**src/common/clock_set_pkg.sv**
```systemverilog
`default_nettype none

package clock_set_pkg;

    typedef logic [3:0]  bcd_digit_t;
    typedef logic [2:0]  weekday_t;    // 1 = monday, 7 = sunday, 0 = not computed
    typedef logic [83:0] display_word_t;
    typedef logic [21:0] hold_cnt_t;

    typedef struct packed {
        bcd_digit_t year_th;
        bcd_digit_t year_h;
        bcd_digit_t year_t;
        bcd_digit_t year_u;
        bcd_digit_t month_t;
        bcd_digit_t month_u;
        bcd_digit_t day_t;
        bcd_digit_t day_u;
        bcd_digit_t hour_t;
        bcd_digit_t hour_u;
        bcd_digit_t min_t;
        bcd_digit_t min_u;
        bcd_digit_t sec_t;
        bcd_digit_t sec_u;
    } date_time_t;

    // plus means left on the nav pair and up on the edit pair
    typedef struct packed {
        logic plus;
        logic minus;
    } btn_pair_t;

    typedef enum logic [3:0] {
        CUR_YEAR_TH,
        CUR_YEAR_H,
        CUR_YEAR_T,
        CUR_YEAR_U,
        CUR_MONTH_T,
        CUR_MONTH_U,
        CUR_DAY_T,
        CUR_DAY_U,
        CUR_HOUR_T,
        CUR_HOUR_U,
        CUR_MIN_T,
        CUR_MIN_U,
        CUR_SEC_T,
        CUR_SEC_U
    } cursor_t;

    localparam int         HOLD_CYCLES    = 2_500_000;
    localparam bcd_digit_t SEP_NIBBLE     = 4'hB;
    localparam weekday_t   WEEKDAY_SUNDAY = 3'd7;

    localparam date_time_t RESET_DATE = '{
        year_th: 4'd2, year_h: 4'd0, year_t: 4'd2, year_u: 4'd3,
        month_t: 4'd0, month_u: 4'd1,
        day_t:   4'd0, day_u:   4'd1,
        hour_t:  4'd0, hour_u:  4'd0,
        min_t:   4'd0, min_u:   4'd0,
        sec_t:   4'd0, sec_u:   4'd0
    };

endpackage

`default_nettype wire

```
**src/hw/press_qualifier.sv**
```systemverilog
`default_nettype none

module press_qualifier #(
    parameter int hold_len = clock_set_pkg::HOLD_CYCLES
) (
    input  logic                     clk,
    input  logic                     rst_n,
    input  logic                     enable,
    input  clock_set_pkg::btn_pair_t btn,
    output clock_set_pkg::btn_pair_t step
);
    import clock_set_pkg::*;

    hold_cnt_t hold_cnt;
    logic      held;
    logic      at_hold;

    assign held    = enable && (btn.plus || btn.minus);
    assign at_hold = held && (hold_cnt == hold_cnt_t'(hold_len));

    always_ff @(posedge clk or negedge rst_n) begin
        if (!rst_n) begin
            hold_cnt <= '0;
        end else if (!held) begin
            hold_cnt <= '0;                        // release restarts the count
        end else if (hold_cnt <= hold_cnt_t'(hold_len)) begin
            hold_cnt <= hold_cnt + 1'b1;           // parks one past hold_len
        end
    end

    assign step.plus  = at_hold && btn.plus;
    assign step.minus = at_hold && !btn.plus;     // plus wins

    a_step_onehot: assert property (@(posedge clk) disable iff (!rst_n)
        !(step.plus && step.minus));

    // a held button yields a single pulse
    a_step_single: assert property (@(posedge clk) disable iff (!rst_n)
        (step.plus || step.minus) |=> !(step.plus || step.minus));

endmodule

`default_nettype wire

```
**src/hw/cursor_ctrl.sv**
```systemverilog
`default_nettype none

module cursor_ctrl (
    input  logic                     clk,
    input  logic                     rst_n,
    input  clock_set_pkg::btn_pair_t nav_step,
    output clock_set_pkg::cursor_t   cursor
);
    import clock_set_pkg::*;

    cursor_t next_cursor;

    always_comb begin
        next_cursor = cursor;
        if (nav_step.plus) begin
            // left, toward year thousands
            if (cursor == CUR_YEAR_TH) begin
                next_cursor = CUR_SEC_U;
            end else begin
                next_cursor = cursor_t'(cursor - 4'd1);
            end
        end else if (nav_step.minus) begin
            if (cursor == CUR_SEC_U) begin
                next_cursor = CUR_YEAR_TH;
            end else begin
                next_cursor = cursor_t'(cursor + 4'd1);
            end
        end
    end

    always_ff @(posedge clk or negedge rst_n) begin
        if (!rst_n) begin
            cursor <= CUR_YEAR_TH;
        end else begin
            cursor <= next_cursor;
        end
    end

endmodule

`default_nettype wire

```
**src/editor/calendar_clamp.sv**
```systemverilog
`default_nettype none

module calendar_clamp (
    input  clock_set_pkg::date_time_t raw,
    output clock_set_pkg::date_time_t legal
);
    import clock_set_pkg::*;

    logic [7:0] month;
    logic [7:0] day;
    logic [7:0] month_len;
    logic       leap;

    // two bcd digits form a multiple of 4 when 2*tens + units is
    function automatic logic bcd_mult4(input bcd_digit_t tens, input bcd_digit_t units);
        logic [4:0] s;
        s = {tens, 1'b0} + {1'b0, units};
        return s[1:0] == 2'b00;
    endfunction

    always_comb begin
        legal = raw;

        if ({raw.year_th, raw.year_h, raw.year_t, raw.year_u} == 16'h0000) begin
            legal.year_u = 4'd1;
        end

        month = {raw.month_t, raw.month_u};
        if (month == 8'h00) begin
            month = 8'h01;
        end else if (month > 8'h12) begin
            month = 8'h12;
        end
        {legal.month_t, legal.month_u} = month;

        if ({raw.hour_t, raw.hour_u} > 8'h23) begin
            {legal.hour_t, legal.hour_u} = 8'h23;
        end

        if ({legal.year_t, legal.year_u} == 8'h00) begin
            leap = bcd_mult4(legal.year_th, legal.year_h);   // century rule
        end else begin
            leap = bcd_mult4(legal.year_t, legal.year_u);
        end

        case (month)
            8'h01, 8'h03, 8'h05, 8'h07, 8'h08, 8'h10, 8'h12: month_len = 8'h31;
            8'h02:   month_len = leap ? 8'h29 : 8'h28;
            default: month_len = 8'h30;
        endcase

        day = {raw.day_t, raw.day_u};
        if (day == 8'h00) begin
            day = 8'h01;
        end else if (day > month_len) begin
            day = month_len;
        end
        {legal.day_t, legal.day_u} = day;
    end

endmodule

`default_nettype wire

```
**src/editor/digit_editor.sv**
```systemverilog
`default_nettype none

module digit_editor (
    input  logic                      clk,
    input  logic                      rst_n,
    input  clock_set_pkg::btn_pair_t  edit_step,
    input  clock_set_pkg::cursor_t    cursor,
    output clock_set_pkg::date_time_t date_time
);
    import clock_set_pkg::*;

    bcd_digit_t [13:0] cur_digits;     // index 13 is year thousands
    bcd_digit_t [13:0] new_digits;
    bcd_digit_t        sel_digit;
    bcd_digit_t        digit_max;
    bcd_digit_t        next_digit;
    logic [3:0]        sel_idx;
    date_time_t        stepped;
    date_time_t        legal;

    // fixed wrap limit of each position
    always_comb begin
        case (cursor)
            CUR_MONTH_T: digit_max = 4'd1;
            CUR_DAY_T:   digit_max = 4'd3;
            CUR_HOUR_T:  digit_max = 4'd2;
            CUR_MIN_T:   digit_max = 4'd5;
            CUR_SEC_T:   digit_max = 4'd5;
            default:     digit_max = 4'd9;
        endcase
    end

    always_comb begin
        cur_digits = date_time;
        sel_idx    = 4'd13 - cursor;
        sel_digit  = cur_digits[sel_idx];
        next_digit = sel_digit;
        if (edit_step.plus) begin
            next_digit = (sel_digit >= digit_max) ? 4'd0 : sel_digit + 4'd1;
        end else if (edit_step.minus) begin
            next_digit = (sel_digit == 4'd0) ? digit_max : sel_digit - 4'd1;
        end
        new_digits          = cur_digits;
        new_digits[sel_idx] = next_digit;
        stepped             = new_digits;
    end

    calendar_clamp u_clamp (
        .raw   (stepped),
        .legal (legal)
    );

    always_ff @(posedge clk or negedge rst_n) begin
        if (!rst_n) begin
            date_time <= RESET_DATE;
        end else if (edit_step.plus || edit_step.minus) begin
            date_time <= legal;
        end
    end

    // stored date stays legal across every step
    a_date_legal: assert property (@(posedge clk) disable iff (!rst_n)
        ({date_time.month_t, date_time.month_u} inside {[8'h01:8'h12]}) &&
        ({date_time.day_t, date_time.day_u} != 8'h00));

endmodule

`default_nettype wire

```
**src/weekday/weekday_calc.sv**
```systemverilog
`default_nettype none

module weekday_calc (
    input  logic                      clk,
    input  logic                      rst_n,
    input  clock_set_pkg::date_time_t date_time,
    output clock_set_pkg::weekday_t   weekday
);
    import clock_set_pkg::*;

    logic [13:0] year_bin;     // up to 9999
    logic [3:0]  month_bin;
    logic [4:0]  day_bin;
    logic [13:0] s1_year;
    logic [3:0]  s1_month;     // 3..14
    logic [4:0]  s1_day;
    logic        s1_valid;
    logic [15:0] yr;
    logic [15:0] mon;
    logic [15:0] sum;
    weekday_t    rem;

    always_comb begin
        year_bin  = 14'(date_time.year_th) * 14'd1000 + 14'(date_time.year_h) * 14'd100
                  + 14'(date_time.year_t) * 14'd10 + 14'(date_time.year_u);
        month_bin = date_time.month_t * 4'd10 + date_time.month_u;
        day_bin   = 5'(date_time.day_t) * 5'd10 + 5'(date_time.day_u);
    end

    // stage 1 maps jan and feb to months 13 and 14 of the year before
    always_ff @(posedge clk) begin
        if (month_bin <= 4'd2) begin
            s1_month <= month_bin + 4'd12;
            s1_year  <= year_bin - 14'd1;
        end else begin
            s1_month <= month_bin;
            s1_year  <= year_bin;
        end
        s1_day <= day_bin;
    end

    always_ff @(posedge clk or negedge rst_n) begin
        if (!rst_n) begin
            s1_valid <= 1'b0;
        end else begin
            s1_valid <= 1'b1;
        end
    end

    always_comb begin
        yr  = 16'(s1_year);
        mon = 16'(s1_month);
        sum = 16'(s1_day) + 16'd2 * mon + (16'd3 * (mon + 16'd1)) / 16'd5
            + yr + yr / 16'd4 - yr / 16'd100 + yr / 16'd400 + 16'd1;
        rem = weekday_t'(sum % 16'd7);
    end

    // stage 2
    always_ff @(posedge clk or negedge rst_n) begin
        if (!rst_n) begin
            weekday <= '0;
        end else if (s1_valid) begin
            weekday <= (rem == '0) ? WEEKDAY_SUNDAY : rem;
        end
    end

    a_weekday_range: assert property (@(posedge clk) disable iff (!rst_n)
        s1_valid |=> (weekday inside {[3'd1:3'd7]}));

endmodule

`default_nettype wire

```
**src/hw/time_setter_top.sv**
```systemverilog
`default_nettype none

module time_setter_top #(
    parameter int hold_len = clock_set_pkg::HOLD_CYCLES
) (
    input  logic                         clk,
    input  logic                         rst_n,
    input  logic                         set_mode,
    input  clock_set_pkg::btn_pair_t     nav_btn,
    input  clock_set_pkg::btn_pair_t     edit_btn,
    output clock_set_pkg::date_time_t    date_time,
    output clock_set_pkg::weekday_t      weekday,
    output clock_set_pkg::display_word_t display_word
);
    import clock_set_pkg::*;

    btn_pair_t nav_step;
    btn_pair_t edit_step;
    cursor_t   cursor;

    press_qualifier #(.hold_len(hold_len)) u_nav_qual (
        .clk    (clk),
        .rst_n  (rst_n),
        .enable (set_mode),
        .btn    (nav_btn),
        .step   (nav_step)
    );

    press_qualifier #(.hold_len(hold_len)) u_edit_qual (
        .clk    (clk),
        .rst_n  (rst_n),
        .enable (set_mode),
        .btn    (edit_btn),
        .step   (edit_step)
    );

    cursor_ctrl u_cursor (
        .clk      (clk),
        .rst_n    (rst_n),
        .nav_step (nav_step),
        .cursor   (cursor)
    );

    digit_editor u_editor (
        .clk       (clk),
        .rst_n     (rst_n),
        .edit_step (edit_step),
        .cursor    (cursor),
        .date_time (date_time)
    );

    weekday_calc u_weekday (
        .clk       (clk),
        .rst_n     (rst_n),
        .date_time (date_time),
        .weekday   (weekday)
    );

    // year, month, day, weekday, hour, minute, second
    assign display_word = {
        date_time.year_th, date_time.year_h, date_time.year_t, date_time.year_u, SEP_NIBBLE,
        date_time.month_t, date_time.month_u, SEP_NIBBLE,
        date_time.day_t, date_time.day_u, SEP_NIBBLE,
        {1'b0, weekday}, SEP_NIBBLE,
        date_time.hour_t, date_time.hour_u, SEP_NIBBLE,
        date_time.min_t, date_time.min_u, SEP_NIBBLE,
        date_time.sec_t, date_time.sec_u
    };

endmodule

`default_nettype wire

```
**config.mk**
```make
export PLATFORM = sky130hd
export DESIGN_NAME = time_setter_top
export DESIGN_NICKNAME = d
export VERILOG_FILES = /design/src/common/clock_set_pkg.sv /design/src/hw/press_qualifier.sv /design/src/hw/cursor_ctrl.sv /design/src/editor/calendar_clamp.sv /design/src/editor/digit_editor.sv /design/src/weekday/weekday_calc.sv /design/src/hw/time_setter_top.sv
export SDC_FILE = /design/constraint.sdc
export NUM_CORES = 1
export LEC_CHECK = 0
export BUFFER_PORTS_ARGS = -buffer_cell sky130_fd_sc_hd__buf_4
export CAP_MARGIN = 20
export CORE_MARGIN = 10
export CORE_UTILIZATION = 56
export DETAILED_ROUTE_END_ITERATION = 8
export HOLD_SLACK_MARGIN = 0.02
export PLACE_DENSITY = 0.76
export SLEW_MARGIN = 20
export SYNTH_ARGS = -nofsm -noshare
export SYNTH_HDL_FRONTEND = slang
export SYNTH_HIERARCHICAL = 1
export SYNTH_SLANG_ARGS = --single-unit
```
**constraint.sdc**
```tcl
create_clock -name clk -period 16.47 [get_ports clk]
set_clock_uncertainty 0.05 [all_clocks]
set_input_delay 0 -clock clk [delete_from_list [all_inputs] [get_ports clk]]
set_output_delay 0 -clock clk [all_outputs]
set_load 0.02 [all_outputs]
```
==> flow_metrics.env <==
export IMPL_required_ps=16720
export IMPL_gp_routability_congestion=0.952
export IMPL_die_x_um=195
export IMPL_ant_nets=0
export IMPL_wire_per_inst_um=18.5
export IMPL_fp_row_count=63
export IMPL_max_cap_viol_count=0
export IMPL_synth_distinct_cells=131
export IMPL_path_class="reg -> reg"
export IMPL_setup_viol=0
export IMPL_drv_slew=0
export IMPL_finalCritPeriodShare_pct=94.9
export IMPL_grt_remaining_overflow=0
export IMPL_synth_edf_count=0
export IMPL_hp_class="in -> reg"
export IMPL_syn_inst=1994
export IMPL_portBuffers=124
export IMPL_dr_pass1_iters=6
export IMPL_mappedNetlistArea_um2=17100
export IMPL_dp_cells=2361
export IMPL_clk_pin_slew_ps=70
export IMPL_via_per_inst=6.24
export IMPL_io_pins=150
export IMPL_synth_seq_cells=131
export IMPL_startpoint_type="flop"
export IMPL_drt_iter0_drc=1164
export IMPL_worst_path_most_repeated_cell="fa_1"
export IMPL_synthArstFlopShare_pct=82.4
export IMPL_worstPathMaxFanout=11
export IMPL_drc=0
export IMPL_dp_final_hpwl_um=33500
export IMPL_clk_latency_ps=430
export IMPL_initial_core_util_pct=57.2
export IMPL_hold_viol=0
export IMPL_run_status="completed"
export IMPL_vias=15000
export IMPL_grt_pass1_wl_um=72900
export IMPL_syn_avg_cell_area_um2=8.57
export IMPL_grt_pass1_vias=14800
export IMPL_clockRootBuffer="clkbuf_16"
export IMPL_cp_slowest_cell="fa_1"
export IMPL_wl_um=44600
export IMPL_layout_commonest_cell="nand2_1"
export IMPL_finalNetCount=2192
export IMPL_cts_num_sinks=131
export IMPL_grt_max_degree=60
export IMPL_cts_made_buffers=17
export IMPL_yosysSeqAreaShare_pct=18.6
export IMPL_antennaDiodeCount=0
export IMPL_cts_max_level=4
export IMPL_endpoint_kind="flop"
export IMPL_syn2layout_area_growth_pct=7.57
export IMPL_synthFlopType="dfrtp_1"
export IMPL_arrival_ps=15890
export IMPL_worst_pin_slew_ps=1120
export IMPL_cts_tree="built"
export IMPL_post_route_min_period_ps=15640
export IMPL_die_height_um=195
export IMPL_fmax_mhz=64.0
export IMPL_final_cells=2407
export IMPL_antenna_found_initial=0
export IMPL_relSlewSlack_pct=24.5
export IMPL_core_area_um2=29900
export IMPL_grtUsageTotal_pct=22.3
export IMPL_yosysWarnings=6
export IMPL_layout_common_cells="nand2_1, inv_1, buf_4"
export IMPL_clockBufferDepth=2
export IMPL_final_layout_size_suffix_gt1_share_pct=19.9
export IMPL_slowest_delay_ps=520
export IMPL_dieArea_um2=37900
-- synth_stat cells (24+ instances only) --
cell type | count | share of area, %
o21ai_1 | 24 | 0.70
xnor2_1 | 66 | 3.4
nor3_1 | 31 | 0.91
a21oi_1 | 125 | 3.7
o21ai_0 | 66 | 1.9
clkbuf_1 | 31 | 0.68
dfrtp_1 | 102 | 15
buf_4 | 127 | 5.6
fa_1 | 52 | 6.1
and3_1 | 29 | 1.1
nand2b_1 | 32 | 1.2
mux2i_1 | 38 | 2.2
ha_1 | 129 | 9.4
mux2_2 | 80 | 5.3
nand3_1 | 64 | 1.9
nor2_1 | 107 | 2.4
inv_1 | 158 | 3.5
nand2_1 | 163 | 3.6
-- worst max-delay path: cells and delay by family, from the launching register on --
family	cells	cell delay, ps
AOI/OAI and AO/OA	27	6980
and+or+nand+nor	12	3010
adders and majority gates	9	3000
muxes	2	730
buffers and inverters	7	720
xor gates and xnor gates	3	600
DFF	1	380
-- layout make-up --
| cell class | count | area (µm²) |
|---|---|---|
| multi-input combinational | 1541 | 12400 |
| clock buffer | 19 | 433 |
| clock inverter | 13 | 103 |
| fill | 2564 | 11500 |
| timing repair buffer | 150 | 1140 |
| tap | 390 | 488 |
| inverter | 163 | 614 |
| sequential | 131 | 3170 |
-- sequential cells by signal (all words and copies together) (netlist names) --
register / count
u_editor/date_time: 56
u_weekday/s1_day: 5
u_weekday/s1_year: 14
u_weekday/s1_valid: 1
u_edit_qual/hold_cnt: 22
u_weekday/s1_month: 4
u_nav_qual/hold_cnt: 22
u_weekday/weekday: 3
u_cursor/cursor: 4
-- path summary, 6_finish.rpt --
kind	slack, ps	depth (start not counted)	end	startpoint
min in group asynchronous	120	2	u_nav_qual/hold_cnt[11]	rst_n
setup reg to reg	830	60	u_weekday/weekday[1]	u_weekday/s1_year[10]
setup / recovery	830	60	u_weekday/weekday[1]	u_weekday/s1_year[10]
hold reg to reg	410	0	u_weekday/s1_day[0]	u_editor/date_time[24]
max in group asynchronous	15000	3	u_editor/date_time[48]	rst_n
hold / removal	30	4	u_nav_qual/hold_cnt[12]	set_mode
-- what timing repair did --
action	in CTS	in global routing
cloned	0	2
hold buffers	5	0
pin swaps	0	6
endpoints found under the setup margin	1	3
resized for setup	1	43
hold endpoints to repair	53	0
setup buffers	0	7
-- per-layer routing --
layer	up-vias	track usage, %	share of wire (%)
li1	7102	-	-
met4	0	7.98	2.8
met2	586	39.2	50
met5	-	0	0
met1	7232	27.0	41
met3	104	3.55	6.3
-- through the flow --
| step | instance area, µm² | hold WS (ps) | TNS [ps] | utilization [%] | setup slack (ps) |
|---|---|---|---|---|---|
| after floorplan | 17200 | -346 | 0 | - | 2330 |
| after global placement | 17500 | 43.3 | 0 | 58.4 | 753 |
| after detailed placement | 17500 | 48.3 | 0 | 58.5 | 45.9 |
| after CTS | 18100 | 24.2 | 0 | 60.4 | 290 |
| after global routing | 18400 | 77.1 | -15.2 | 61.5 | -15.2 |
| final | 18400 | 32.9 | 0 | 61.5 | 833 |
-- cells by family (layout without fill, tap and decap cells) --
group / Yosys count / in the layout / share of synthesized area [%]
simple gates: 593 / 593 / 18.3
compound gates: 491 / 493 / 21.0
buf+inv: 353 / 345 / 11.0
fa+ha+maj: 188 / 188 / 16.0
mux: 141 / 141 / 10.1
flops: 131 / 131 / 18.6
xor+xnor: 93 / 93 / 4.94
other cells: 4 / 33 / 0.0879
Power is not shown: default switching activity piles up to over one toggle a cycle in this logic, so the estimate is an artifact.
